**src/rtl/notchPkg.sv**
```systemverilog
// widths, fixed-point scale, coefficient defaults, CSR map, instruction codes and CSR write word
`default_nettype none

package notchPkg;

	localparam int sampleW = 32; // sample and result word
	localparam int coeffW = 16; // signed coefficient
	localparam int prodW = 48; // sample times coefficient
	localparam int accW = 64; // accumulator, room for five products
	localparam int addrW = 24; // sdram byte address
	localparam int coeffShift = 14; // coefficients scaled by 2^14
	localparam int wordSkip = 4; // bytes between samples

	// reset coefficients for a notch near the low end of the band
	localparam logic signed [coeffW-1:0] defA1 = -16'sd31037;
	localparam logic signed [coeffW-1:0] defA2 = 16'sd14971;
	localparam logic signed [coeffW-1:0] defB0 = 16'sd8276;
	localparam logic signed [coeffW-1:0] defB1 = -16'sd16384;
	localparam logic signed [coeffW-1:0] defB2 = 16'sd8276;

	localparam logic [3:0] csrCtrl = 4'd0; // bypass in bit 0
	localparam logic [3:0] csrA1 = 4'd1;
	localparam logic [3:0] csrA2 = 4'd2;
	localparam logic [3:0] csrB0 = 4'd3;
	localparam logic [3:0] csrB1 = 4'd4;
	localparam logic [3:0] csrB2 = 4'd5;
	localparam logic [3:0] csrWritten = 4'd6; // read only
	localparam logic [3:0] csrReceived = 4'd7; // read only

	localparam logic [31:0] ciAccepted = 32'd99; // run started
	localparam logic [31:0] ciIdle = 32'hffff_ffff; // nothing running
	localparam logic [31:0] ciFinished = 32'd2; // waiting for irq service

	// one csr write word read as control bits or as a coefficient
	typedef union packed {
		struct packed {
			logic [sampleW-2:0] rsvd;
			logic bypass; // pass samples through unfiltered
		} ctrl;
		struct packed {
			logic [sampleW-coeffW-1:0] rsvd;
			logic signed [coeffW-1:0] value;
		} coeff;
	} csrWord;

endpackage

`default_nettype wire
```
**src/rtl/sdWriter.sv**
```systemverilog
// sdWriter: result FIFO drain into sdram writes at ascending addresses, written count
`default_nettype none
`timescale 1ns/1ps

module sdWriter import notchPkg::*; #(
	parameter int numSamples = 16
) (
	input wire clk,
	input wire rstN,
	input wire runStart,
	input wire clearAll,
	input wire [addrW-1:0] baseAddr,
	input wire resEmpty,
	input wire [sampleW-1:0] resData,
	input wire wrAccept, // write taken by the sdram
	output logic resPop,
	output logic wrReq,
	output logic [addrW-1:0] wrAddr,
	output logic [sampleW-1:0] wrData,
	output logic [31:0] writtenCount,
	output logic blockDone
);
	logic active; // block in progress

	// next result may be taken once the slot is free or being freed
	assign resPop = active && !resEmpty && (!wrReq || wrAccept);
	assign blockDone = (writtenCount == 32'(numSamples));

	always_ff @(posedge clk or negedge rstN) begin
		if (!rstN) begin
			active <= 1'b0;
			wrReq <= 1'b0;
			wrAddr <= '0;
			writtenCount <= '0;
		end else if (clearAll) begin
			active <= 1'b0;
			wrReq <= 1'b0;
			writtenCount <= '0;
		end else if (runStart) begin
			active <= 1'b1;
			wrAddr <= baseAddr; // results overwrite their samples
			writtenCount <= '0;
		end else begin
			if (wrAccept) begin
				wrAddr <= wrAddr + addrW'(wordSkip);
				writtenCount <= writtenCount + 32'd1;
			end
			if (resPop) wrReq <= 1'b1;
			else if (wrAccept) wrReq <= 1'b0;
		end
	end

	always_ff @(posedge clk) begin
		if (resPop) wrData <= resData; // held until accepted
	end

endmodule

`default_nettype wire

```
**config.mk**
```make
export PLATFORM = sky130hd
export DESIGN_NAME = sdWriter
export DESIGN_NICKNAME = d
export VERILOG_FILES = /design/src/rtl/notchPkg.sv /design/src/rtl/sdWriter.sv
export SDC_FILE = /design/constraint.sdc
export NUM_CORES = 1
export LEC_CHECK = 0
export BUFFER_PORTS_ARGS = -buffer_cell sky130_fd_sc_hd__clkbuf_2
export CAP_MARGIN = 20
export CORE_MARGIN = 2
export CORE_UTILIZATION = 52
export CTS_BUF_LIST = sky130_fd_sc_hd__clkbuf_4 sky130_fd_sc_hd__clkbuf_8
export DETAILED_ROUTE_END_ITERATION = 8
export HOLD_SLACK_MARGIN = 0.08
export PLACE_DENSITY = 0.87
export SKIP_CTS_REPAIR_TIMING = 1
export SLEW_MARGIN = 20
export SYNTH_ARGS = -nofsm -noshare
export SYNTH_HDL_FRONTEND = slang
export SYNTH_SLANG_ARGS = --single-unit
```
**constraint.sdc**
```tcl
create_clock -name clk -period 8.2 [get_ports clk]
set_clock_uncertainty 0.1 [all_clocks]
set_input_delay 2.05 -clock clk [delete_from_list [all_inputs] [get_ports clk]]
set_output_delay 2.05 -clock clk [all_outputs]
set_load 0.005 [all_outputs]
```
After elaboration in Yosys (flattened, before gate mapping)
Cells that the tools add are included.

Add/subtract/negate cells: 2. Reduce and logical (&&, ||, !) cells: 11. Eq/ne operators: 2. Muxes and demuxes: 11. Bitwise gates (word level): 1.

Operators by type and width (number): 32-bit 2-to-1 mux (3); 24-bit 2-to-1 mux (2); 32-bit by 1-bit adder with 32-bit output, second input constant (1); 32-bit by 5-bit == test with 1-bit output, second input constant (1); 24-bit by 3-bit adder with 24-bit output, second input constant (1); 1-bit 2-to-1 mux (6); 3-bit nonzero test (2); 2-bit AND reduction (2); 2-bit nonzero test (2); 1-bit logical AND (2); 1-bit zero test (2); 2-bit by 1-bit inequality test with 1-bit output, second input constant (1); 1-bit logical OR (1); 1-bit NOT (1).

Flip-flop bits (word level): 90. Output and inout port bits: 91. Word-level logic and storage cells: 32.

Depth between registers and ports, before layout
Depth in word-level cells: 6. Mapped depth: 6. Gate-level depth less buffers: 6.

Least setup slack after synthesis
Ideal clock, no wire load.

Path kind: input -> output. From: input port wrAccept. To: output port resPop. Data arrival time: 4955 ps. Cell stages on the path: 3. Required time: 6050 ps. Setup slack: 1095 ps. Cell sequence: buf_2 > inv_1 > a211oi_1.

Cells in the longest elaborated chain, start to end: 2.

Ends and longest elaborated chain: start, declared (line sdWriter.sv:15) `input wire wrAccept,`; 1-bit logical OR (line sdWriter.sv:26) `assign resPop = active && !resEmpty && (!wrReq || wrAccept);`; 1-bit logical AND (line sdWriter.sv:26); end, declared (line sdWriter.sv:16) `output logic resPop,`.

Every way passes these cells.

Worst setup path in the final report
Same ends and word-level chain as after synthesis.

==> results.txt <==
The detailed-route wire length per cell came out at approximately 16 um. The detailed-routed wire length on met2 came out at slightly above 5000 um. The core area came out at about 8100 um^2. The post-synthesis compound-gate area fraction is 9.84%. Yosys mapped the design onto 47 distinct sky130hd cell types. The proportion of power drawn by combinational gates is between 10% and 20%.

After Yosys synthesis, full adders, half adders and majority gates account for less than 1% of the synthesized area. Once detailed placement completed, the half-perimeter wirelength came to approximately 7400 um. The number of vias after detailed routing came out at 3702. The placed cell area is about 5100 um^2.

Entering global routing, the biggest net connects a little under 60 pins. The number of placement rows came out at 33. The highest net fanout along the worst path is 34. Setup violations remaining at the end of the flow were counted as 0. The area growth from synthesis to layout came out at 24.3%.

The sequential share of the synthesized area is between 50% and 60%. The synthesized area divided by synthesized cell count came out at approximately 11 um^2. From bottom edge to top edge, the die measures 94.8 um. Leaving out fill and tap cells, the most frequent cell in the layout is sky130_fd_sc_hd__clkbuf_2. The detailed-route DRC error count came out at 0.

The worst path uses between 60% and 70% of the clock period. The max-capacitance violation count came out at 0. The net switching component of the power came out at ~0.00025 W. The clock insertion delay at the later pin of the skew report came out at approximately 340 ps.

Buffers placed on the I/O ports in this run total 152. The initial antenna violation count is 0. The power per cell area came out at 176 nW/um^2. The initial core utilization came out at 53.0%.

The post-synth net total came out at ~470. Of the post-synthesis cell area, the part taken by muxes is about 2.8%. The synthesized flop and latch total came out at 90. The proportion of power drawn by flip-flops and latches is between 50% and 60%. The slew at the pin closest to its max-slew limit came out at ~800 ps. In the final routing, the length of wire on met1 measures between 4000 and 5000 um.

The min-delay analysis places its worst path in the category register to register. The number of hold violations in the final report came out at 0. The overall die width came out at between 90 and 100 um. The number of nets at the end of the flow came out at ~620. The highest metal layer carrying signal wires in the routed design is met4.

The routability-driven placement congestion ratio came out at roughly 0.86. The antenna violation net count after detailed routing is 0. TritonCTS built the clock tree. The root buffer selected by CTS is sky130_fd_sc_hd__clkbuf_8. The parity-gate share of the synthesized area counting xor and xnor cells is 4.29%.

The data required time of the worst path came out at 6050 ps. Based on the critical path, the design can be clocked at up to around 0.18 GHz. The clock period could shrink to 5470 ps.

The number of global-route vias before repair came out at between 3000 and 4000. The worst slew margin relative to its limit came out at ~46%. The count of TritonRoute iterations in the first routing pass is 4. In the synthesized netlist, the number of instances is ~400.

The internal cell power came out at between 0.0006 and 0.0007 W. The via-per-instance ratio is 5.59. Clock-pin slew was measured on the worst setup and hold paths at approximately 90 ps. The deepest level of the CTS H-tree came out at 3. The buffer depth of the longest clock path came out at 2. The die area came out at approximately 9000 um^2.

The count of inserted antenna diode cells came out at 0. The kind of capture point of the worst setup path is an output port. STA classifies the critical path startpoint as an input pin. The first global-routing pass estimated between 15000 and 20000 um of wire.

The clock network is responsible for between 30 and 40% of the overall power. The amount of wire on met3 after detailed routing came out at 711 um. Summed over all layers, the global routing overflow is 0. The arrival time of data at the critical path endpoint came out at 3320 ps. In the layout the commonest cells are sky130_fd_sc_hd__clkbuf_2 (152), sky130_fd_sc_hd__dfrtp_1 (58), sky130_fd_sc_hd__nor2_1 (45), sky130_fd_sc_hd__nand2_1 (38), sky130_fd_sc_hd__edfxtp_1 (32). The share of layout cells above drive strength 1 is between 30% and 40%. Setup repair after global routing left no endpoint under its margin. The CTS buffer count came out at 9. The net switching fraction of the power is between 20% and 30%. Setup total negative slack on the finished layout was measured at 0 ps. The count of yosys warnings during synthesis came out at 0. The number of placed I/O pins came out at about 150. In this run, the number of DRC markers left after iteration 0 of detailed routing was 171. The leakage power is 2.44 nW. Summed over all layers, the routed wires come to 10400 um. The cell area after synthesis came out at between 4000 and 5000 um^2. The simple-gate area share of the yosys netlist is between 20% and 30%. The all-layer global routing usage came out at roughly 23%. After synthesis, the largest family of logic cells by area is simple AND/OR/NAND/NOR gates. The total number of clock tree sinks came out at 90. The number of max-slew violations in the final report came out at 0. For this run, the share of the core covered by cells in the final layout is roughly two thirds. The setup path with the least slack is of type input pin to output port. With fillers left out, the area of the finished cells amounts to 5330 um^2. The run finished with clean final reports. Across the VDD grid, the largest voltage drop is roughly 0.09 mV.
worst paths after layout:
kind / from / endpoint / slack, ps / depth (start not counted)
setup / recovery: wrAccept / resPop / 2730 / 5
setup reg to reg: writtenCount[0]$_DFFE_PN0P_ / writtenCount[28]$_DFFE_PN0P_ / 6040 / 6
min in group asynchronous: rstN / writtenCount[9]$_DFFE_PN0P_ / 1750 / 2
hold reg to reg: wrAddr[1]$_DFFE_PN0P_ / wrAddr[1]$_DFFE_PN0P_ / 380 / 2
hold / removal: wrAddr[1]$_DFFE_PN0P_ / wrAddr[1]$_DFFE_PN0P_ / 380 / 2
max in group asynchronous: rstN / wrAddr[17]$_DFFE_PN0P_ / 5740 / 2
cells in the mapped netlist, drive strengths merged:
master | number | area share (%)
and2 | 1 | 0.15
or3 | 11 | 1.6
nand3b | 2 | 0.35
clkbuf | 11 | 0.96
nand2b | 2 | 0.29
inv | 8 | 0.70
a22oi | 19 | 3.3
and4 | 1 | 0.20
a221o | 3 | 0.70
a21oi | 16 | 1.9
nand4 | 20 | 3.8
dlymetal6s4s | 1 | 0.29
ha | 3 | 0.88
nor2b | 8 | 1.2
dfrtp | 58 | 34
a31oi | 2 | 0.29
nand2 | 39 | 3.5
mux2i | 12 | 2.8
o21ai | 21 | 2.5
a41o | 1 | 0.23
or2 | 2 | 0.29
a311oi | 1 | 0.20
a211oi | 2 | 0.35
xor2 | 12 | 2.5
nor4 | 9 | 2.0
nand3 | 16 | 1.9
or4 | 3 | 0.61
o311ai | 2 | 0.41
clkdlybuf4s15 | 1 | 0.26
and3 | 10 | 1.5
edfxtp | 32 | 22
nor2 | 47 | 4.2
nor3 | 14 | 1.8
xnor2 | 9 | 1.8
buf | 3 | 0.47
power by group through the flow:
stage	logic, W	registers [W]	clock network (W)
5_1_grt	0.000128	0.000529	0.000328
3_5_place_dp	0.000114	0.000532	0
4_1_cts	0.000114	0.000523	0.000312
3_3_place_gp	0.000109	0.000530	0
6_report	0.000112	0.000523	0.000303
2_1_floorplan	0.0000540	0.000529	0
per-stage QoR:
step,hold slack [ps],cells,setup slack (ps),power [W]
finish,382,662,2730,0.000938
global route,429,662,2630,0.000985
CTS,386,662,2740,0.000949
detailed placement,363,646,2740,0.000646
global placement,359,646,2800,0.000640
floorplan,360,402,1100,0.000583
cell families after synthesis:
logic type / after synthesis
buffers and inverters: 24
multiplexers: 12
flip-flops: 90
AO/OA/AOI/OAI: 67
XOR/XNOR: 21
adder cells (fa/ha/maj): 3
AND/OR/NAND/NOR: 185
worst max-delay path, cell delays in order:
cell and delay (ps):
sky130_fd_sc_hd__clkbuf_2 230, sky130_fd_sc_hd__inv_1 180, sky130_fd_sc_hd__a211oi_4 260, sky130_fd_sc_hd__buf_4 410, sky130_fd_sc_hd__clkbuf_2 190
registers in the layout, indices dropped and copies added, names as in the netlist:
register      cells
active            1
writtenCount     32
wrAddr           24
wrReq             1
wrData           32
cell type report:
| cell class | instances | area [um^2] |
|---|---|---|
| clock inverters | 6 | 67.6 |
| repair buffers | 155 | 783 |
| inverters | 8 | 30.0 |
| well taps | 105 | 131 |
| flip-flops and latches | 90 | 2410 |
| clock buffers | 10 | 131 |
| fillers | 686 | 2770 |
| multi-input cells | 288 | 1770 |
layer usage:
metal  vias up  track usage, %
li1       1770               -
met2       128            37.0
met3         8            4.87
met4         0            6.04
met5         -               0
met1      1796            32.0
Power figures use the tool's default switching activity.
