`src/rtl/notchPkg.sv`:
```
// widths, fixed-point scale, coefficient defaults, CSR map, instruction codes and CSR write word
`default_nettype none

package notchPkg;

	localparam int sampleW = 32; // sample and result word
	localparam int coeffW = 16; // signed coefficient
	localparam int prodW = 48; // sample times coefficient
	localparam int accW = 64; // accumulator, room for five products
	localparam int addrW = 24; // sdram byte address
	localparam int coeffShift = 14; // coefficients scaled by 2^14
	localparam int wordSkip = 4; // bytes between samples

	// reset coefficients for a notch near the low end of the band
	localparam logic signed [coeffW-1:0] defA1 = -16'sd31037;
	localparam logic signed [coeffW-1:0] defA2 = 16'sd14971;
	localparam logic signed [coeffW-1:0] defB0 = 16'sd8276;
	localparam logic signed [coeffW-1:0] defB1 = -16'sd16384;
	localparam logic signed [coeffW-1:0] defB2 = 16'sd8276;

	localparam logic [3:0] csrCtrl = 4'd0; // bypass in bit 0
	localparam logic [3:0] csrA1 = 4'd1;
	localparam logic [3:0] csrA2 = 4'd2;
	localparam logic [3:0] csrB0 = 4'd3;
	localparam logic [3:0] csrB1 = 4'd4;
	localparam logic [3:0] csrB2 = 4'd5;
	localparam logic [3:0] csrWritten = 4'd6; // read only
	localparam logic [3:0] csrReceived = 4'd7; // read only

	localparam logic [31:0] ciAccepted = 32'd99; // run started
	localparam logic [31:0] ciIdle = 32'hffff_ffff; // nothing running
	localparam logic [31:0] ciFinished = 32'd2; // waiting for irq service

	// one csr write word read as control bits or as a coefficient
	typedef union packed {
		struct packed {
			logic [sampleW-2:0] rsvd;
			logic bypass; // pass samples through unfiltered
		} ctrl;
		struct packed {
			logic [sampleW-coeffW-1:0] rsvd;
			logic signed [coeffW-1:0] value;
		} coeff;
	} csrWord;

endpackage

`default_nettype wire
```
`src/rtl/sdArbiter.sv`:
```
// sdArbiter: single sdram master port shared by reader and writer, read first, grant held on stall
`default_nettype none
`timescale 1ns/1ps

module sdArbiter import notchPkg::*; (
	input wire clk,
	input wire rstN,
	input wire rdReq,
	input wire [addrW-1:0] rdAddr,
	input wire wrReq,
	input wire [addrW-1:0] wrAddr,
	input wire [sampleW-1:0] wrData,
	input wire sdWaitrequest,
	output logic rdAccept,
	output logic wrAccept,
	output logic [addrW-1:0] sdAddress,
	output logic sdRead,
	output logic sdWrite,
	output logic [sampleW-1:0] sdWriteData
);
	logic busy; // a request is stalled on the bus
	logic ownerWr; // owner of the stalled request
	logic selWr; // writer has the port this cycle
	logic onBus;

	// free port goes to the reader when it asks, stalled port keeps its owner
	assign selWr = busy ? ownerWr : !rdReq;
	assign sdRead = !selWr && rdReq;
	assign sdWrite = selWr && wrReq;
	assign sdAddress = selWr ? wrAddr : rdAddr;
	assign sdWriteData = wrData;
	assign onBus = sdRead || sdWrite;
	assign rdAccept = sdRead && !sdWaitrequest;
	assign wrAccept = sdWrite && !sdWaitrequest;

	always_ff @(posedge clk or negedge rstN) begin
		if (!rstN) begin
			busy <= 1'b0;
			ownerWr <= 1'b0;
		end else begin
			busy <= onBus && sdWaitrequest; // drops on the accepting edge
			if (onBus && sdWaitrequest) ownerWr <= selWr;
		end
	end

endmodule

`default_nettype wire

```
`config.mk`:
```
export PLATFORM = sky130hd
export DESIGN_NAME = sdArbiter
export DESIGN_NICKNAME = d
export VERILOG_FILES = /design/src/rtl/notchPkg.sv /design/src/rtl/sdArbiter.sv
export SDC_FILE = /design/constraint.sdc
export NUM_CORES = 1
export LEC_CHECK = 0
export ABC_AREA = 1
export BUFFER_PORTS_ARGS = -buffer_cell sky130_fd_sc_hd__buf_2
export CAP_MARGIN = 40
export CORE_AREA = 2 2 57 59
export CTS_BUF_LIST = sky130_fd_sc_hd__clkbuf_2
export DETAILED_ROUTE_END_ITERATION = 6
export DIE_AREA = 0 0 59 61
export GPL_ROUTABILITY_DRIVEN = 0
export MAX_ROUTING_LAYER = met4
export PLACE_DENSITY = 0.79
export SETUP_SLACK_MARGIN = 0.4
export SYNTH_ARGS = -nofsm -noshare
export SYNTH_HDL_FRONTEND = slang
export SYNTH_SLANG_ARGS = --single-unit
```
`constraint.sdc`:
```
create_clock -name clk -period 1.59 [get_ports clk]
set_clock_uncertainty 0.1 [all_clocks]
set_input_delay 0.477 -clock clk [delete_from_list [all_inputs] [get_ports clk]]
set_output_delay 0.477 -clock clk [all_outputs]
set_load 0.01 [all_outputs]
```
Word-level counts from Yosys, hierarchy flattened
Index checks and enable logic that the tools add are counted.
- register bits after elaboration: 2
- output and inout bits: 60
- logic and storage cells: 13
- muxes and demuxes: 2
- reductions and logical operators: 9
- operators by type and width (kind ; count):
    $mux 24 ; 1
    $logic_and 1x1->1 ; 5
    $logic_not 1->1 ; 3
    $logic_or 1x1->1 ; 1
    $mux 1 ; 1

Longest topological paths before layout
Gate-level depths: netlist (run 1).
- word-level depth: 6
- depth in mapped cells: 6
- gate-level depth less buffers: 5

Worst setup path after synthesis (run 1)
Ideal clock, no wire load.
- path type: register -> output
- start point: register busy
- end point: output port rdAccept
- data arrival time: 1022 ps
- required time: 1013 ps
- path slack: -9 ps
- cell stages (with the launch flop): 5
- path buffers: 1
- cells stage by stage: dfrtp_1 -> nand2_2 -> o21ai_4 -> buf_8 -> nor3_1
- cells in the longest elaborated chain, start to end: 4
- ends and longest elaborated chain (item ; RTL line ; text):
    from (decl) ; sdArbiter.sv:21 ; logic busy;
    from (signal assigned) ; sdArbiter.sv:41 ; busy <= onBus && sdWaitrequest;
    $mux 1 ; sdArbiter.sv:27 ; assign selWr = busy ? ownerWr : !rdReq;
    $logic_not 1->1 ; sdArbiter.sv:28 ; assign sdRead = !selWr && rdReq;
    $logic_and 1x1->1 ; sdArbiter.sv:28 ;
    $logic_and 1x1->1 ; sdArbiter.sv:33 ; assign rdAccept = sdRead && !sdWaitrequest;
    to (decl) ; sdArbiter.sv:14 ; output logic rdAccept,
Every way passes these cells.

Worst setup path in the final report (run 1)
- start point: input port rdReq
- end point: output port sdAddress[4]
- cells in the longest elaborated chain, start to end: 3
- ends and longest elaborated chain (item ; RTL line ; text):
    from (decl) ; sdArbiter.sv:8 ; input wire rdReq,
    $logic_not 1->1 ; sdArbiter.sv:27 ;
    $mux 1 ; sdArbiter.sv:27 ;
    $mux 24 ; sdArbiter.sv:30 ; assign sdAddress = selWr ? wrAddr : rdAddr;
    to (decl) ; sdArbiter.sv:16 ; output logic [addrW-1:0] sdAddress,
Every way passes these cells.

==> results of run 1 <==
[how the worst max path moves through the flow]
| stage | end | slack (ns) |
|---|---|---|
| after floorplan | sdAddress[15] | 0.03 |
| after CTS | sdAddress[16] | -0.23 |
| final | sdAddress[4] | -0.22 |
| after detailed placement | sdAddress[9] | -0.25 |
| after global placement | sdAddress[9] | -0.22 |
| after global routing | sdAddress[20] | -0.30 |
[per-layer routing]
layer	vias to the layer above	global-route usage [%]
met5	-	-
met4	0	5.19
met3	6	1.28
met2	69	20.8
met1	348	10.8
li1	458	-
[flip-flops by register name (all words and copies together), names as in the netlist]
name	cells
busy	1
ownerWr	1
[synth_stat cells]
cell type,number
buf_4,32
buf_6,2
buf_8,2
dfrtp_1,2
inv_1,4
nand2_1,76
nand2_2,2
nand2_4,1
nand3_1,2
nor2_1,2
nor3_1,1
nor3_2,1
o21ai_4,1
[placed cells by master, fill, tap and decap left out]
cell	n
nor3_4	1
clkbuf_2	3
dfrtp_2	1
nor2_4	1
buf_2	74
nand3_1	2
inv_1	4
nand2_4	1
nor3_2	1
nand2_8	2
buf_6	5
dlygate4sd3_1	1
buf_12	2
nand2_1	56
buf_4	3
nor2_1	1
o21ai_4	1
nand2_2	21
dfrtp_1	1
[area by class of cell]
type                       instances  area [um^2]  share of cell area (%)
clock buffer                       3         15.0                    1.39
inverter                           4         15.0                    1.39
multi-input combinational         87          460                    42.5
sequential                         2         51.3                    4.74
tap                               33         41.3                    3.82
timing repair buffer              85          499                    46.1
[critical path, cell delays in order]
cell     delay, ns
buf_4         0.14
o21ai_4       0.21
buf_12        0.17
nand2_1       0.06
nand2_1       0.06
buf_2         0.12
[kinds of logic (layout without fill, tap and decap cells)]
| logic type | after synthesis | in the layout |
|---|---|---|
| AND/OR/NAND/NOR | 85 | 86 |
| buffers and inverters | 40 | 92 |
| AO/OA/AOI/OAI | 1 | 1 |
| flip-flops | 2 | 2 |
[power by group through the flow]
stage          logic, uW  clock network, uW  registers (uW)
3_3_place_gp         451                  0            68.7
5_1_grt              570               83.1            70.5
6_report             512               76.9            68.8
3_5_place_dp         458                  0            68.8
2_1_floorplan        365                  0            67.6
4_1_cts              521               82.8            68.7
[through the flow]
stage	hold slack [ns]	power [uW]
after detailed placement	0.164	527
after floorplan	0.0814	433
after global placement	0.162	520
after CTS	0.425	673
after global routing	0.489	724
final	0.423	658
[timing repair]
| item | 4_1_cts | 5_1_grt |
|---|---|---|
| buffers inserted | 1 | 0 |
| endpoints found under the hold margin | 2 | 0 |
| setup endpoints to repair | 28 | 29 |
| gates cloned | 1 | 0 |
| resized for setup | 10 | 0 |
| pin swaps | 2 | 0 |
| hold buffers | 1 | 0 |
==> flow_summary.ini, run 1 <==
[run_status]
status = finished, violations left
violations = setup timing

[placement]
post_dp_cell_area_um2 = 981
dpl.cell_count = 208
detailedPlacementHpwl_mm = 1.49
dp_slack_ns = -0.250
portBuffers = 80

[setup_path]
r2r-end = busy
critPathArrivalTime_ns = 1.23
worst-r2r-cell-count = 5
r2r_start = busy
start_kind = input port
setup.worst_path.class = input port to output pin
cp-end-kind = output pin
crit_fanout = 16
reg2reg_setup_slack_ns = 0.48
worstPathRequired_ns = 1.01
crit_start = rdReq

[die]
start_util_pct = 24.2
core-area_mm2 = 0.00295
die_y_um = 61
fp.dieW_um = 59
io_pins = 145
rows = 20
die_area_mm2 = 0.00360

[yosys]
yosysWarnings = 0
synth_mux_area_share_pct = 0
synthCells = 128
synth-compound-area-share_pct = 2.27
yosys.area.top_type_share_pct = 39.9
synth_xor_area_share_pct = 0
netlist_area_um2 = 716
synth_top_family_by_area = simple AND/OR/NAND/NOR gates
synth_seq_cells = 2
synthAdderAreaFrac_pct = 0
syn_area_per_cell_um2 = 5.59
yosys-top-cells-area = nand2_1 (40%), buf_4 (34%), dfrtp_1 (7.0%)
seq_area_frac_synth_pct = 6.99
synth_cell_type_count = 13
synth_nets = 213
synth-simple-area-share_pct = 47.7
synth_top_cell_by_area = nand2_1

[clocking]
root_buffer = clkbuf_2
clk_latency_ns = 0.19
clk_pin_slew_ns = 0.03
clockBufferDepth = 2
cts_sinks = 2
cts_made_buffers = 3
cts_tree = done
cts-htree-levels = 1

[power]
p_leak_uw = 0.000683
power.switching_uw = 306
power_density_mw_per_mm2 = 608
internal_power_uw = 352
clockPowerShare_pct = 11.7
p_seq_share_pct = 10.4
p_comb_share_pct = 77.9
p_sw_share_pct = 46.5
irDropWorstVdd_mv = 0.421

[timing]
worst_pin_slew_ns = 0.223
hold_violations = 0
period_share_pct = 114
max_freq_mhz = 553
report.final.slew_viol_count = 0
period_minus_slack_ns = 1.81
rsz0062_at_grt = yes
setup_ws_ns = -0.217
setup_viol = 28
fin_tns_setup_ns = -5.55
timing.slew.headroom_pct = 85.1

[drt]
route.met2.wl_um = 982
drt-initial-drc-count = 10
antenna_left = 0
wirelength_mm = 1.98
dr.pass1.iters = 4
wl_per_cell_um = 9.24
drc_errors = 0
wl_met3_um = 239
via_per_inst = 4.12
vias = 881
highest_layer = met4
wl_met1_um = 729

[min_path]
holdPathEnd = ownerWr
hold_class = register to register
hold_start = ownerWr
holdPathStages = 2

[layout]
n_antenna_cell = 0
fin_util_pct = 36.7
fin_cells = 214
area.growth.synth_to_final_pct = 51.2
drive_gt1_share_pct = 64.1
final_area_mm2 = 0.00108
nNetsFinal = 268
fillers = 319

[flow_run]
maxCapViolations = 0

[global_route]
antenna_found_initial = 0
grt_max_degree = 17
overflow = 0
grt_pass1_wl_mm = 2.95
track_usage_pct = 10.9
grt_pass1_vias = 759
Note: power is estimated with default switching activity, not from simulation.
==> run 2, diff against run 1 <==
Settings changed: BUFFER_PORTS_ARGS -buffer_cell sky130_fd_sc_hd__buf_2 to unset, CORE_AREA 2 2 57 59 to 2 2 56 58, DIE_AREA 0 0 59 61 to 0 0 58 60, DONT_BUFFER_PORTS set to 1, PLACE_DENSITY 0.79 to unset.
==> run 2 against run 1 <==
The run still ends with setup timing left. Register-to-register slack got worse by 0.03 ns. Clock power rose by 11%. Non-clock buffer count shrank 81. Die area decreased by 3.3%. Critical path type is now register to output pin.
==> flow_summary.ini, run 2 (synthesized netlist as in run 1, its figures left out) <==
[run_status]
status = finished, violations left
violations = setup timing

[die]
die_area_mm2 = 0.00348
start_util_pct = 24.7
io_pins = 145
core-area_mm2 = 0.00290
fp.dieW_um = 58
die_y_um = 60
rows = 20

[clocking]
clockBufferDepth = 2
cts_tree = done
clk_latency_ns = 0.21
cts-htree-levels = 1
cts_sinks = 2
root_buffer = clkbuf_2
cts_made_buffers = 3
clk_pin_slew_ns = 0.04

[timing]
report.final.slew_viol_count = 0
rsz0062_at_grt = yes
max_freq_mhz = 567
period_minus_slack_ns = 1.77
setup_ws_ns = -0.175
worst_pin_slew_ns = 0.218
period_share_pct = 111
setup_viol = 28
hold_violations = 0
timing.slew.headroom_pct = 85.4

[power]
p_sw_share_pct = 55.3
irDropWorstVdd_mv = 0.386
finalPower_uw = 513
power_density_mw_per_mm2 = 764
p_comb_share_pct = 70.1
power.switching_uw = 284
clockPowerShare_pct = 16.6
p_leak_uw = 0.000345
internal_power_uw = 229
p_seq_share_pct = 13.4

[setup_path]
cp_top_family = flip-flops
crit_chain = o21ai_4 -> buf_12 -> nand2_1 -> nand2_2
critPathArrivalTime_ns = 1.19
start_kind = register
crit_buf_inv = 1
critPathSlowestCell = dfrtp_2
reg2reg_setup_slack_ns = 0.45
cp-end-kind = output pin
slowest_delay_ns = 0.43
setup.worst_path.class = register to output pin
worstPathRequired_ns = 1.01
crit_fanout = 16

[layout]
multi_input_area_um2 = 492
n_antenna_cell = 0
area.growth.synth_to_final_pct = -6.12
regArea_um2 = 51.3
nNetsFinal = 187
reg_top3 = busy: 1 flops, ownerWr: 1 flops
fillers = 339
drive_gt1_share_pct = 43.0
mostFrequentLayoutCells = nand2_1 (49), nand2_2 (28), inv_1 (4), clkbuf_2 (3)
layout_commonest_cell = nand2_1
fin_cells = 133

[drt]
drc_errors = 0
wl_per_cell_um = 16.1
dr.pass1.iters = 4
via_per_inst = 4.74
drt-initial-drc-count = 22
wirelength_mm = 2.15
vias = 631
antenna_left = 0

[global_route]
track_usage_pct = 10.0
antenna_found_initial = 0
grt_pass1_vias = 561
grt_max_degree = 27
grt_pass1_wl_mm = 2.48
overflow = 0

[placement]
dpl.cell_count = 127
detailedPlacementHpwl_mm = 1.64
portBuffers = 0

[flow_run]
maxCapViolations = 0

[min_path]
hold_class = input port to register
[run 2: worst paths after layout]
check,start,to,depth (start not counted)
max,busy,sdAddress[2],4
min,sdWaitrequest,busy,2
max reg2reg,busy,ownerWr,5
min reg2reg,ownerWr,ownerWr,2
max in group asynchronous,rstN,busy,1
min in group asynchronous,rstN,busy,1
[run 2: repair_timing]
item / CTS / global route
resized for setup: 12 / 2
setup buffers: 1 / 0
pin swaps: 1 / 2
cloned: 0 / 1
setup endpoints to repair: 28 / 29
endpoints found under the hold margin: 2 / 0
hold buffers: 1 / 0
[run 2: metrics by stage]
step	util [%]	setup TNS, ns	setup slack (ns)	instance area, um^2	hold WS [ns]
6_report	23.1	-4.09	-0.175	672	0.334
5_1_grt	23.1	-6.14	-0.241	672	0.339
4_1_cts	22.3	-4.59	-0.187	647	0.329
3_5_place_dp	19.7	-0.733	-0.0422	573	0.0815
3_3_place_gp	19.7	-0.228	-0.0237	573	0.0815
2_1_floorplan	-	0	0.0284	785	0.0814
[run 2: layer usage]
metal  track usage [%]  share of wire (%)
met5                 -                  0
met4              4.98                1.0
met3              4.11                 14
met2              18.5                 52
met1              8.82                 33
[run 2: power by group through the flow]
stage               registers, uW  clock network [uW]  logic, uW
CTS                          68.5                91.1        345
global route                 70.3                93.6        399
finish                       68.5                85.2        360
floorplan                    67.6                   0        365
detailed placement           68.6                   0        315
global placement             68.8                   0        312
[run 2: layout make-up]
type                            count  area share [%]
Timing Repair Buffer                4            8.57
Inverter                            4            2.23
Clock buffer                        3            2.23
Multi-Input combinational cell     87            73.2
Tap cell                           33            6.15
Sequential cell                     2            7.64
