### config.mk
export PLATFORM = sky130hd
export DESIGN_NAME = sampleFifo
export DESIGN_NICKNAME = d
export VERILOG_FILES = /design/src/rtl/notchPkg.sv /design/src/rtl/sampleFifo.sv
export SDC_FILE = /design/constraint.sdc
export NUM_CORES = 1
export LEC_CHECK = 0
export BUFFER_PORTS_ARGS = -buffer_cell sky130_fd_sc_hd__buf_2
export CAP_MARGIN = 15
export CORE_ASPECT_RATIO = 0.5
export CORE_UTILIZATION = 61
export DETAILED_ROUTE_END_ITERATION = 10
export MAX_ROUTING_LAYER = met4
export PLACE_DENSITY = 0.83
export SETUP_SLACK_MARGIN = 0.15
export SLEW_MARGIN = 40
export SYNTH_ARGS = -nofsm -noshare
export SYNTH_HDL_FRONTEND = slang
export SYNTH_SLANG_ARGS = --single-unit
### constraint.sdc
create_clock -name clk -period 4.9 [get_ports clk]
set_clock_uncertainty 0.05 [all_clocks]
set_input_delay 0.245 -clock clk [delete_from_list [all_inputs] [get_ports clk]]
set_output_delay 0.245 -clock clk [all_outputs]
set_load 0.005 [all_outputs]
### src/rtl/notchPkg.sv
// widths, fixed-point scale, coefficient defaults, CSR map, instruction codes and CSR write word
`default_nettype none

package notchPkg;

	localparam int sampleW = 32; // sample and result word
	localparam int coeffW = 16; // signed coefficient
	localparam int prodW = 48; // sample times coefficient
	localparam int accW = 64; // accumulator, room for five products
	localparam int addrW = 24; // sdram byte address
	localparam int coeffShift = 14; // coefficients scaled by 2^14
	localparam int wordSkip = 4; // bytes between samples

	// reset coefficients for a notch near the low end of the band
	localparam logic signed [coeffW-1:0] defA1 = -16'sd31037;
	localparam logic signed [coeffW-1:0] defA2 = 16'sd14971;
	localparam logic signed [coeffW-1:0] defB0 = 16'sd8276;
	localparam logic signed [coeffW-1:0] defB1 = -16'sd16384;
	localparam logic signed [coeffW-1:0] defB2 = 16'sd8276;

	localparam logic [3:0] csrCtrl = 4'd0; // bypass in bit 0
	localparam logic [3:0] csrA1 = 4'd1;
	localparam logic [3:0] csrA2 = 4'd2;
	localparam logic [3:0] csrB0 = 4'd3;
	localparam logic [3:0] csrB1 = 4'd4;
	localparam logic [3:0] csrB2 = 4'd5;
	localparam logic [3:0] csrWritten = 4'd6; // read only
	localparam logic [3:0] csrReceived = 4'd7; // read only

	localparam logic [31:0] ciAccepted = 32'd99; // run started
	localparam logic [31:0] ciIdle = 32'hffff_ffff; // nothing running
	localparam logic [31:0] ciFinished = 32'd2; // waiting for irq service

	// one csr write word read as control bits or as a coefficient
	typedef union packed {
		struct packed {
			logic [sampleW-2:0] rsvd;
			logic bypass; // pass samples through unfiltered
		} ctrl;
		struct packed {
			logic [sampleW-coeffW-1:0] rsvd;
			logic signed [coeffW-1:0] value;
		} coeff;
	} csrWord;

endpackage

`default_nettype wire
### src/rtl/sampleFifo.sv
// sampleFifo: circular buffer with clear, level count and show-ahead head word
`default_nettype none
`timescale 1ns/1ps

module sampleFifo import notchPkg::*; #(
	parameter int fifoDepth = 16
) (
	input wire clk,
	input wire rstN,
	input wire clear, // drop everything and send the pointers home
	input wire push,
	input wire [sampleW-1:0] pushData,
	input wire pop,
	output logic [sampleW-1:0] popData,
	output logic empty,
	output logic full,
	output logic [$clog2(fifoDepth + 1) - 1:0] level
);
	localparam int levelW = $clog2(fifoDepth + 1);
	localparam int ptrW = (fifoDepth > 1) ? $clog2(fifoDepth) : 1;

	logic [sampleW-1:0] mem [fifoDepth]; // word storage
	logic [ptrW-1:0] wrPtr;
	logic [ptrW-1:0] rdPtr;
	logic doPush; // push that fits
	logic doPop; // pop of a real word

	function automatic logic [ptrW-1:0] nextPtr(input logic [ptrW-1:0] ptr);
		return (ptr == ptrW'(fifoDepth - 1)) ? '0 : ptr + 1'b1; // wrap at depth
	endfunction

	assign doPush = push && !full;
	assign doPop = pop && !empty;
	assign empty = (level == '0);
	assign full = (level == levelW'(fifoDepth));
	assign popData = mem[rdPtr]; // head word shown ahead of the pop

	always_ff @(posedge clk or negedge rstN) begin
		if (!rstN) begin
			wrPtr <= '0;
			rdPtr <= '0;
			level <= '0;
		end else if (clear) begin
			wrPtr <= '0;
			rdPtr <= '0;
			level <= '0;
		end else begin
			if (doPush) wrPtr <= nextPtr(wrPtr);
			if (doPop) rdPtr <= nextPtr(rdPtr);
			if (doPush && !doPop) level <= level + 1'b1;
			else if (doPop && !doPush) level <= level - 1'b1; // both at once keeps level
		end
	end

	always_ff @(posedge clk) begin
		if (doPush) mem[wrPtr] <= pushData;
	end

endmodule

`default_nettype wire

# Yosys cells after proc, flatten, opt, wreduce, memory -nomap -nowiden
# Memories as Yosys holds them, arrays and structs flattened.
# Index checks and enable logic that the tools add are counted.
dict set report op_classes {
  n_div 0
  mul 0
  n_lt_le_gt_ge 0
  n_addsub 4
  eq_ne 3
  n_reduce_logical 12
  shifts 0
  muxes 11
  n_bitwise 0
}
# cell n
set op_table {}
lappend op_table {{4-bit 2-to-1 mux} 6}
lappend op_table {{5-bit 2-to-1 mux} 3}
lappend op_table {{4-bit by 1-bit adder with 4-bit output (second input constant)} 2}
lappend op_table {{4-bit equality test (second input constant)} 2}
lappend op_table {{5-bit by 1-bit adder with 5-bit output (second input constant)} 1}
lappend op_table {{5-bit equality test (second input constant)} 1}
lappend op_table {{5-bit zero test} 1}
lappend op_table {{5-bit by 1-bit subtractor with 5-bit output (second input constant)} 1}
lappend op_table {{1-bit logical AND} 4}
lappend op_table {{1-bit zero test} 4}
lappend op_table {{2-bit nonzero test} 2}
lappend op_table {{3-bit nonzero test} 1}
lappend op_table {{1-bit 2-to-1 mux} 2}
dict set report totals {
  ram_bits 512
  n_memories 1
  out_inout_bits 39
  regBits 13
  romBits 0
  latch_bits 0
  wordCells 34
}
# memory words width rd rd_clocked_by_memory_dff wr line_no
set mem_list {}
lappend mem_list {mem 16 32 1 0 1 sampleFifo.sv:22} ;# logic [sampleW-1:0] mem [fifoDepth];

# Logic depth before layout (Yosys ltp)
# Gate-level depths: netlist of run 1.
dict set report depth {
  ltp_word 8
  ltp_mapped 8
  depth_no_buf 8
}

# Worst setup path before layout of run 1
# No wires, ideal clock.
dict set report synth_path {
  kind {reg2reg}
  startpoint {register level[0]}
  endpoint {memory mem[0][0] (enable)}
  path_slack_ns 1.012
  arrival_ns 3.377
  stages_incl_launch_ff 5
  path_buffers 0
  period_less_slack_ns 3.888
  required_ns 4.389
  cell_sequence {dfrtp_1 > nor4_1 > a21boi_1 > nand2_1 > nor3_1}
}
dict set report synth_via {
  elab_chain_cells 5
}
# item line_no
set synth_rtl {}
lappend synth_rtl {{from (decl)} sampleFifo.sv:17} ;# output logic [$clog2(fifoDepth + 1) - 1:0] level
lappend synth_rtl {{from (signal assigned)} sampleFifo.sv:50} ;# if (doPush && !doPop) level <= level + 1'b1;
lappend synth_rtl {{from (signal assigned)} sampleFifo.sv:51} ;# else if (doPop && !doPush) level <= level - 1'b1;
lappend synth_rtl {{5-bit equality test} sampleFifo.sv:35} ;# assign full = (level == levelW'(fifoDepth));
lappend synth_rtl {{1-bit zero test} sampleFifo.sv:32} ;# assign doPush = push && !full;
lappend synth_rtl {{1-bit logical AND} sampleFifo.sv:32}
lappend synth_rtl {{1-bit 2-to-1 mux} sampleFifo.sv:56} ;# if (doPush) mem[wrPtr] <= pushData;
lappend synth_rtl {{1-bit 2-to-1 mux (not written as such)} sampleFifo.sv:56}
lappend synth_rtl {{to (decl)} sampleFifo.sv:22}
# No other way between the ends.

# Final worst setup path of run 1
dict set report layout_path {
  startpoint {register rdPtr[1]}
  endpoint {output popData[19]}
}
dict set report layout_via {
  elab_chain_cells 1
}
# item line_no
set layout_rtl {}
lappend layout_rtl {{from (decl)} sampleFifo.sv:24} ;# logic [ptrW-1:0] rdPtr;
lappend layout_rtl {{from (signal assigned)} sampleFifo.sv:49} ;# if (doPop) rdPtr <= nextPtr(rdPtr);
lappend layout_rtl {{memory read 16 x 32 bit} --}
lappend layout_rtl {{to (decl)} sampleFifo.sv:14} ;# output logic [sampleW-1:0] popData,
# No other way between the ends.

==> results.toml, run 1 <==
[clock_network]
cts_inserted_buffers = 43
clock_latency_ns = 0.55
clock_sinks = 525
max-clock-path-buffers = 3
root_buffer = "clkbuf_16"
ctsResizeCount = 0
path_clk_slew_ns = 0.07
cts_tree = "built"
htreeDepth = 2

[worst_setup_path]
startpoint = "rdPtr[1]$_DFFE_PN0P_"
path_cells = "buf_12 > mux4_2 > mux4_2 > buf_2"
path_common_cell = "mux4_2"
max_stage_delay_ns = 0.94
required_ns = 4.61
arrival_ns = 3.16
worstSetupPathType = "reg2out"
crit_path_end_kind = "output port"
worstReg2RegStart = "level[0]$_DFFE_PN0P_"
worstPathMaxFanout = 83
start_kind = "flip-flop"
slowest_stage = "dfrtp_4"

[synthesis]
yosysSeqAreaShare_pct = 77.7
syn_area_sq_um = 20200
netlist_top_cells_count = "512 x edfxtp_1, 160 x mux4_2, 23 x nor2_1, 18 x clkbuf_1, 13 x dfrtp_1"
yosysWarnings = 0
yosysUniqueCellTypes = 38
synthTopCellsByArea = "edfxtp_1 76%, mux4_2 18%, dfrtp_1 1.6%"
syn_nets = 878
synth-edff-count = 512
synth-async-reset-ratio_pct = 2.48
yosysMostFrequentCell = "edfxtp_1"
synth_top_cell_by_area = "edfxtp_1"
synth-main-ff-cell = "edfxtp_1"
synthCells = 831
avgSynthCellArea_sq_um = 24.3
yosys.area.top_type_share_pct = 76.1
ys_ff_latch = 525

[routing]
viasPerCell = 6.95
drc = 0
firstDrtPassIters = 5
num_vias = 9797
drtAntennaViolNets = 0
wirelength_um = 47400
wl_per_cell_um = 33.6
drt-initial-drc-count = 1373

[grt]
grt_pass1_wl_um = 68600
antenna_found_initial = 2
grtUsageMet1_pct = 41.7
grt_usage_pct = 30.3
grt_use_met3_pct = 6.77
top_usage_layer = "met2"
gr-total-overflow = 0
grt_pass1_vias = 10003
grt_max_degree = 84
met2_usage_pct = 46.7

[floorplan]
rows = 46
ios = 76
initial_core_util_pct = 62.9
floorplan.die.height_um = 131
coreArea_sq_um = 32100
fp.dieArea_sq_um = 33900
fp.dieW_um = 259

[placed_design]
gp_congestion = 0.818
io_buffers = 75
dpl-instance-area_sq_um = 21300
post-dp-hpwl_um = 24500

[power]
p_leak_nw = 7.12
p_int_mw = 7.79
seq_power_share_pct = 50.8
clkPwrFrac_pct = 35.1
p_comb_share_pct = 14.1
power.share.switching_pct = 23.6
power_switching_mw = 2.40
ir_worst_vdd_mv = 0.285
p_per_area_nw_per_um2 = 446

[sta]
fmax_mhz = 289
post-route-period-util_pct = 70.6
final_max_slew_viol_count = 0
rsz0062_at_grt = "no"
fin_crit_ns = 3.46
fin_setup_tns_ns = 0
hold_viol = 0
setup_viol = 0
slew_headroom_pct = 42.5
tightest_slew_ns = 0.861

[min_path]
hold_path.class = "in2reg"
holdCritStartpoint = "pushData[31]"

[finish]
fill_cells = 1716
nets = 990
drive_gt1_share_pct = 35.5
syn_to_final_growth_pct = 13.0
post-route-cell-area_sq_um = 22800

[run_status]
status = "complete, no violations"

[job]
max_cap_violations = 0
## through the flow
| stage | hold slack (ns) | worst slack [ns] | std cells | utilization [%] | power (mW) |
|---|---|---|---|---|---|
| 2_1_floorplan | -0.101 | 1.01 | 831 | - | 6.24 |
| 3_3_place_gp | 0.101 | 1.93 | 1317 | 66.1 | 6.61 |
| 3_5_place_dp | 0.108 | 1.89 | 1322 | 66.4 | 6.68 |
| 4_1_cts | 0.00222 | 1.38 | 1407 | 71.1 | 10.2 |
| 5_1_grt | 0.00282 | 1.31 | 1410 | 71.1 | 10.5 |
| 6_report | 0.0214 | 1.44 | 1410 | 71.1 | 10.2 |
## layer usage
| layer | share of wire, % | wire (um) | vias to the layer above |
|---|---|---|---|
| li1 | - | - | 3806 |
| met3 | 11 | 5320 | 75 |
| met2 | 49 | 23300 | 729 |
| met1 | 38 | 17800 | 5187 |
| met5 | 0 | 0 | - |
| met4 | 2.0 | 939 | 0 |
## flip-flops by register name, summed over array words and instances (netlist names)
register and count:
mem 512, level 5, rdPtr 4, wrPtr 4
## layout by cell type, fill, tap and decap left out, drive strengths merged, types with 2 or more instances in the layout
master         n
edfxtp       512
mux4         160
buf          105
clkbuf        58
nor2          23
dfrtp         13
clkinv        12
ha             9
nand2          8
a21oi          8
dlygate4sd3    7
bufinv         6
nand3          5
nor3           5
inv            4
mux2i          4
nand2b         3
mux2           3
a21o           3
a21boi         3
o211ai         3
o21ai          3
diode          2
a311o          2
xor2           2
a31oi          2
clkinvlp       2
## final timing paths
| kind | depth (start not counted) | slack [ns] | end |
|---|---|---|---|
| setup / recovery | 4 | 1.44 | popData[19] |
| hold / removal | 1 | 0.02 | mem[15][31]$_DFFE_PP_ |
| setup reg to reg | 5 | 1.79 | mem[9][17]$_DFFE_PP_ |
| hold reg to reg | 2 | 0.54 | rdPtr[3]$_DFFE_PN0P_ |
| max in group asynchronous | 2 | 4.47 | rdPtr[0]$_DFFE_PN0P_ |
| min in group asynchronous | 2 | 0.06 | rdPtr[1]$_DFFE_PN0P_ |
## critical path, delay by kind of cell (launching register included)
kind | cells | cell delay, ns
DFF | 1 | 0.94
buffers and inverters | 2 | 0.63
muxes | 2 | 0.94
## cells by family after synthesis
kind of cell               count (synthesis)  synth area share [%]
and+or+nand+nor                           48                  1.05
DFF                                      525                  77.7
muxes                                    167                  18.2
xor gates and xnor gates                   3                 0.130
buffers and inverters                     49                  1.31
adders and majority gates                 10                 0.656
AOI/OAI and AO/OA                         29                  1.00
## power by group through the flow
stage | clock [mW] | combinational, mW | sequential (mW)
6_report | 3.58 | 1.43 | 5.18
3_5_place_dp | 0 | 1.41 | 5.27
5_1_grt | 3.75 | 1.53 | 5.20
4_1_cts | 3.60 | 1.44 | 5.18
2_1_floorplan | 0 | 1.06 | 5.18
3_3_place_gp | 0 | 1.35 | 5.26
## area by class of cell
class / instances / area [sq um] / area share, %
Sequential cell: 525 / 15700 / 68.8
Multi-Input combinational cell: 257 / 4360 / 19.1
Clock buffer: 58 / 1170 / 5.14
Timing Repair Buffer: 112 / 791 / 3.46
Tap cell: 432 / 541 / 2.37
Clock inverter: 20 / 245 / 1.07
Inverter: 4 / 15.0 / 0.0657
Antenna cell: 2 / 5.00 / 0.0219
## what timing repair did
item                                   4_1_cts  5_1_grt
hold buffers                                 7        0
endpoints found under the hold margin       58        0
buffers inserted                             0        0
(Power assumes the default switching activity.)
==> run 2: changes to the inputs <==
--- a/config.mk
+++ b/config.mk
@@ -8,10 +8,10 @@
 export BUFFER_PORTS_ARGS = -buffer_cell sky130_fd_sc_hd__buf_2
 export CAP_MARGIN = 15
 export CORE_ASPECT_RATIO = 0.5
-export CORE_UTILIZATION = 61
+export CORE_UTILIZATION = 55
 export DETAILED_ROUTE_END_ITERATION = 10
 export MAX_ROUTING_LAYER = met4
-export PLACE_DENSITY = 0.83
+export PLACE_DENSITY = 0.79
 export SETUP_SLACK_MARGIN = 0.15
 export SLEW_MARGIN = 40
 export SYNTH_ARGS = -nofsm -noshare
==> constraint.sdc (replaced) <==
create_clock -name clk -period 2.9 [get_ports clk]
set_clock_uncertainty 0.05 [all_clocks]
set_input_delay 0.145 -clock clk [delete_from_list [all_inputs] [get_ports clk]]
set_output_delay 0.145 -clock clk [all_outputs]
set_load 0.005 [all_outputs]
==> results.toml, run 2 (synthesized netlist as in run 1, its figures left out) <==
[worst_setup_path]
worstPathMaxFanout = 7
required_ns = 2.71
slowest_stage = "mux4_2"
start_kind = "flip-flop"
critPathBufInv = 4
worstReg2RegStart = "level[0]$_DFFE_PN0P_"
crit_path_end_kind = "output port"
path_cells = "buf_12 > buf_12 > buf_12 > mux4_2 > mux4_2 > buf_2"
path_delay_family = "multiplexers"
r2r-end = "mem[0][9]$_DFFE_PP_"
path_common_cell = "buf_12"
arrival_ns = 2.73
worstSetupPathType = "reg2out"
max_stage_delay_ns = 0.57
worst-r2r-setup-slack_ns = 0.29
startpoint = "rdPtr[0]$_DFFE_PN0P_"
reg2reg_depth = 7

[sta]
setup_viol = 3
fmax_mhz = 342
finalWorstSetupSlack_ns = -0.0221
final_max_slew_viol_count = 0
slew_headroom_pct = 51.2
post-route-period-util_pct = 101
hold_viol = 0
fin_crit_ns = 2.92
rsz0062_at_grt = "yes"
fin_setup_tns_ns = -0.0414
tightest_slew_ns = 0.732

[routing]
firstDrtPassIters = 8
wl_per_cell_um = 35.8
wirelength_um = 55200
num_vias = 10613
drc = 0
drt-initial-drc-count = 1655
drtAntennaViolNets = 0
viasPerCell = 6.90

[clock_network]
path_clk_slew_ns = 0.07
htreeDepth = 2
clock_latency_ns = 0.56
max-clock-path-buffers = 3
cts_tree = "built"
root_buffer = "clkbuf_16"
cts_inserted_buffers = 44
clock_sinks = 525

[floorplan]
ios = 76
coreArea_sq_um = 36000
fp.dieW_um = 273
fp.dieArea_sq_um = 37600
floorplan.die.height_um = 138
initial_core_util_pct = 56.1
rows = 49

[grt]
grt_max_degree = 33
grt_usage_pct = 31.0
grt_pass1_wl_um = 77100
grt_pass1_vias = 10573
gr-total-overflow = 0
antenna_found_initial = 1

[power]
p_per_area_nw_per_um2 = 755
p_int_mw = 13.8
power.share.switching_pct = 24.7
total_power_mw = 18.3
clkPwrFrac_pct = 34.5
seq_power_share_pct = 47.1
p_leak_nw = 7.70
power_switching_mw = 4.54
ir_worst_vdd_mv = 0.465
p_comb_share_pct = 18.4

[finish]
syn_to_final_growth_pct = 20.1
final_util_pct = 67.3
layout_commonest_cell = "edfxtp_1"
top_register = "mem"
reg_top3 = "mem: 512 flops, level: 5 flops"
layout_common_cells = "512 x edfxtp_1, 160 x mux4_2, 58 x buf_2, 47 x clkbuf_16, 37 x dlygate4sd3_1"
drive_gt1_share_pct = 38.1
largest_register_ffs = 512
nets = 1070

[min_path]
holdCritStartpoint = "clear"
hold_path.class = "in2reg"
min_path_cells = 3
whs_endpoint = "rdPtr[2]$_DFFE_PN0P_"

[placed_design]
io_buffers = 75
gp_congestion = 0.768
post-dp-hpwl_um = 24100

[run_status]
status = "finished, violations left"
violations = "setup timing"

[job]
max_cap_violations = 0
## run 2: changes by cell type in the layout (fill, tap and decap cells not counted), moves of 6 or more
cell           previous run  this run
dlygate4sd3_1             7        37
buf_6                     0        23
buf_12                    3        25
buf_2                    75        58
buf_16                    3        12
buf_4                    21        30
clkbuf_1                 13         7
## run 2: layer usage
metal / part of all wire (%) / track usage [%] / vias to the layer above
met2: 50 / 49.3 / 958
li1: - / - / 3973
met5: 0 / - / -
met3: 12 / 6.31 / 143
met4: 3.4 / 12.4 / 0
met1: 34 / 39.9 / 5539
## run 2: repair_timing
item | in CTS | in global routing
gates cloned | 6 | 2
endpoints found under the setup margin | 32 | 54
resized for setup | 26 | 20
hold buffers | 37 | 0
setup buffers | 16 | 6
pin swaps | 0 | 1
hold endpoints to repair | 534 | 0
## run 2: tightest hold or removal path: stages
cell,delay [ns]
dlygate4sd3_1,0.53
buf_2,0.21
nor2_1,0.13
## run 2: worst max path at each step
stage,endpoint,slack [ns],cells past startpoint
after floorplan,mem[12][0]$_DFFE_PP_,-0.14,4
after global placement,mem[8][11]$_DFFE_PP_,0.20,6
after detailed placement,level[4]$_DFFE_PN0P_,0.25,8
after CTS,popData[28],0.03,6
after global routing,popData[28],-0.05,6
final,popData[28],-0.02,6
## run 2: area by class of cell
| type | instances | area [sq um] |
|---|---|---|
| Sequential cell | 525 | 15700 |
| Fill cell | 2017 | 11800 |
| Multi-Input combinational cell | 257 | 4400 |
| Timing Repair Buffer | 191 | 2090 |
| Clock buffer | 52 | 1150 |
| Tap cell | 484 | 606 |
| Clock inverter | 25 | 298 |
| Inverter | 4 | 15.0 |
| Antenna cell | 1 | 2.50 |
## run 2: power groups by stage
stage                     combinational [mW]  clock (mW)  sequential [mW]
after floorplan                         1.79           0             8.75
after global placement                  2.45           0             8.85
after detailed placement                2.51           0             8.87
after CTS                               3.15        6.25             8.63
after global routing                    3.50        6.57             8.65
final                                   3.38        6.32             8.64
## run 2: metrics by stage
step	hold WS [ns]	setup slack (ns)	std cells	area, sq um
2_1_floorplan	-0.201	-0.136	831	20200
3_3_place_gp	0.00336	0.204	1389	21600
3_5_place_dp	0.00997	0.245	1394	21800
4_1_cts	0.434	0.0260	1530	24000
5_1_grt	0.474	-0.0467	1539	24300
6_report	0.447	-0.0221	1539	24300
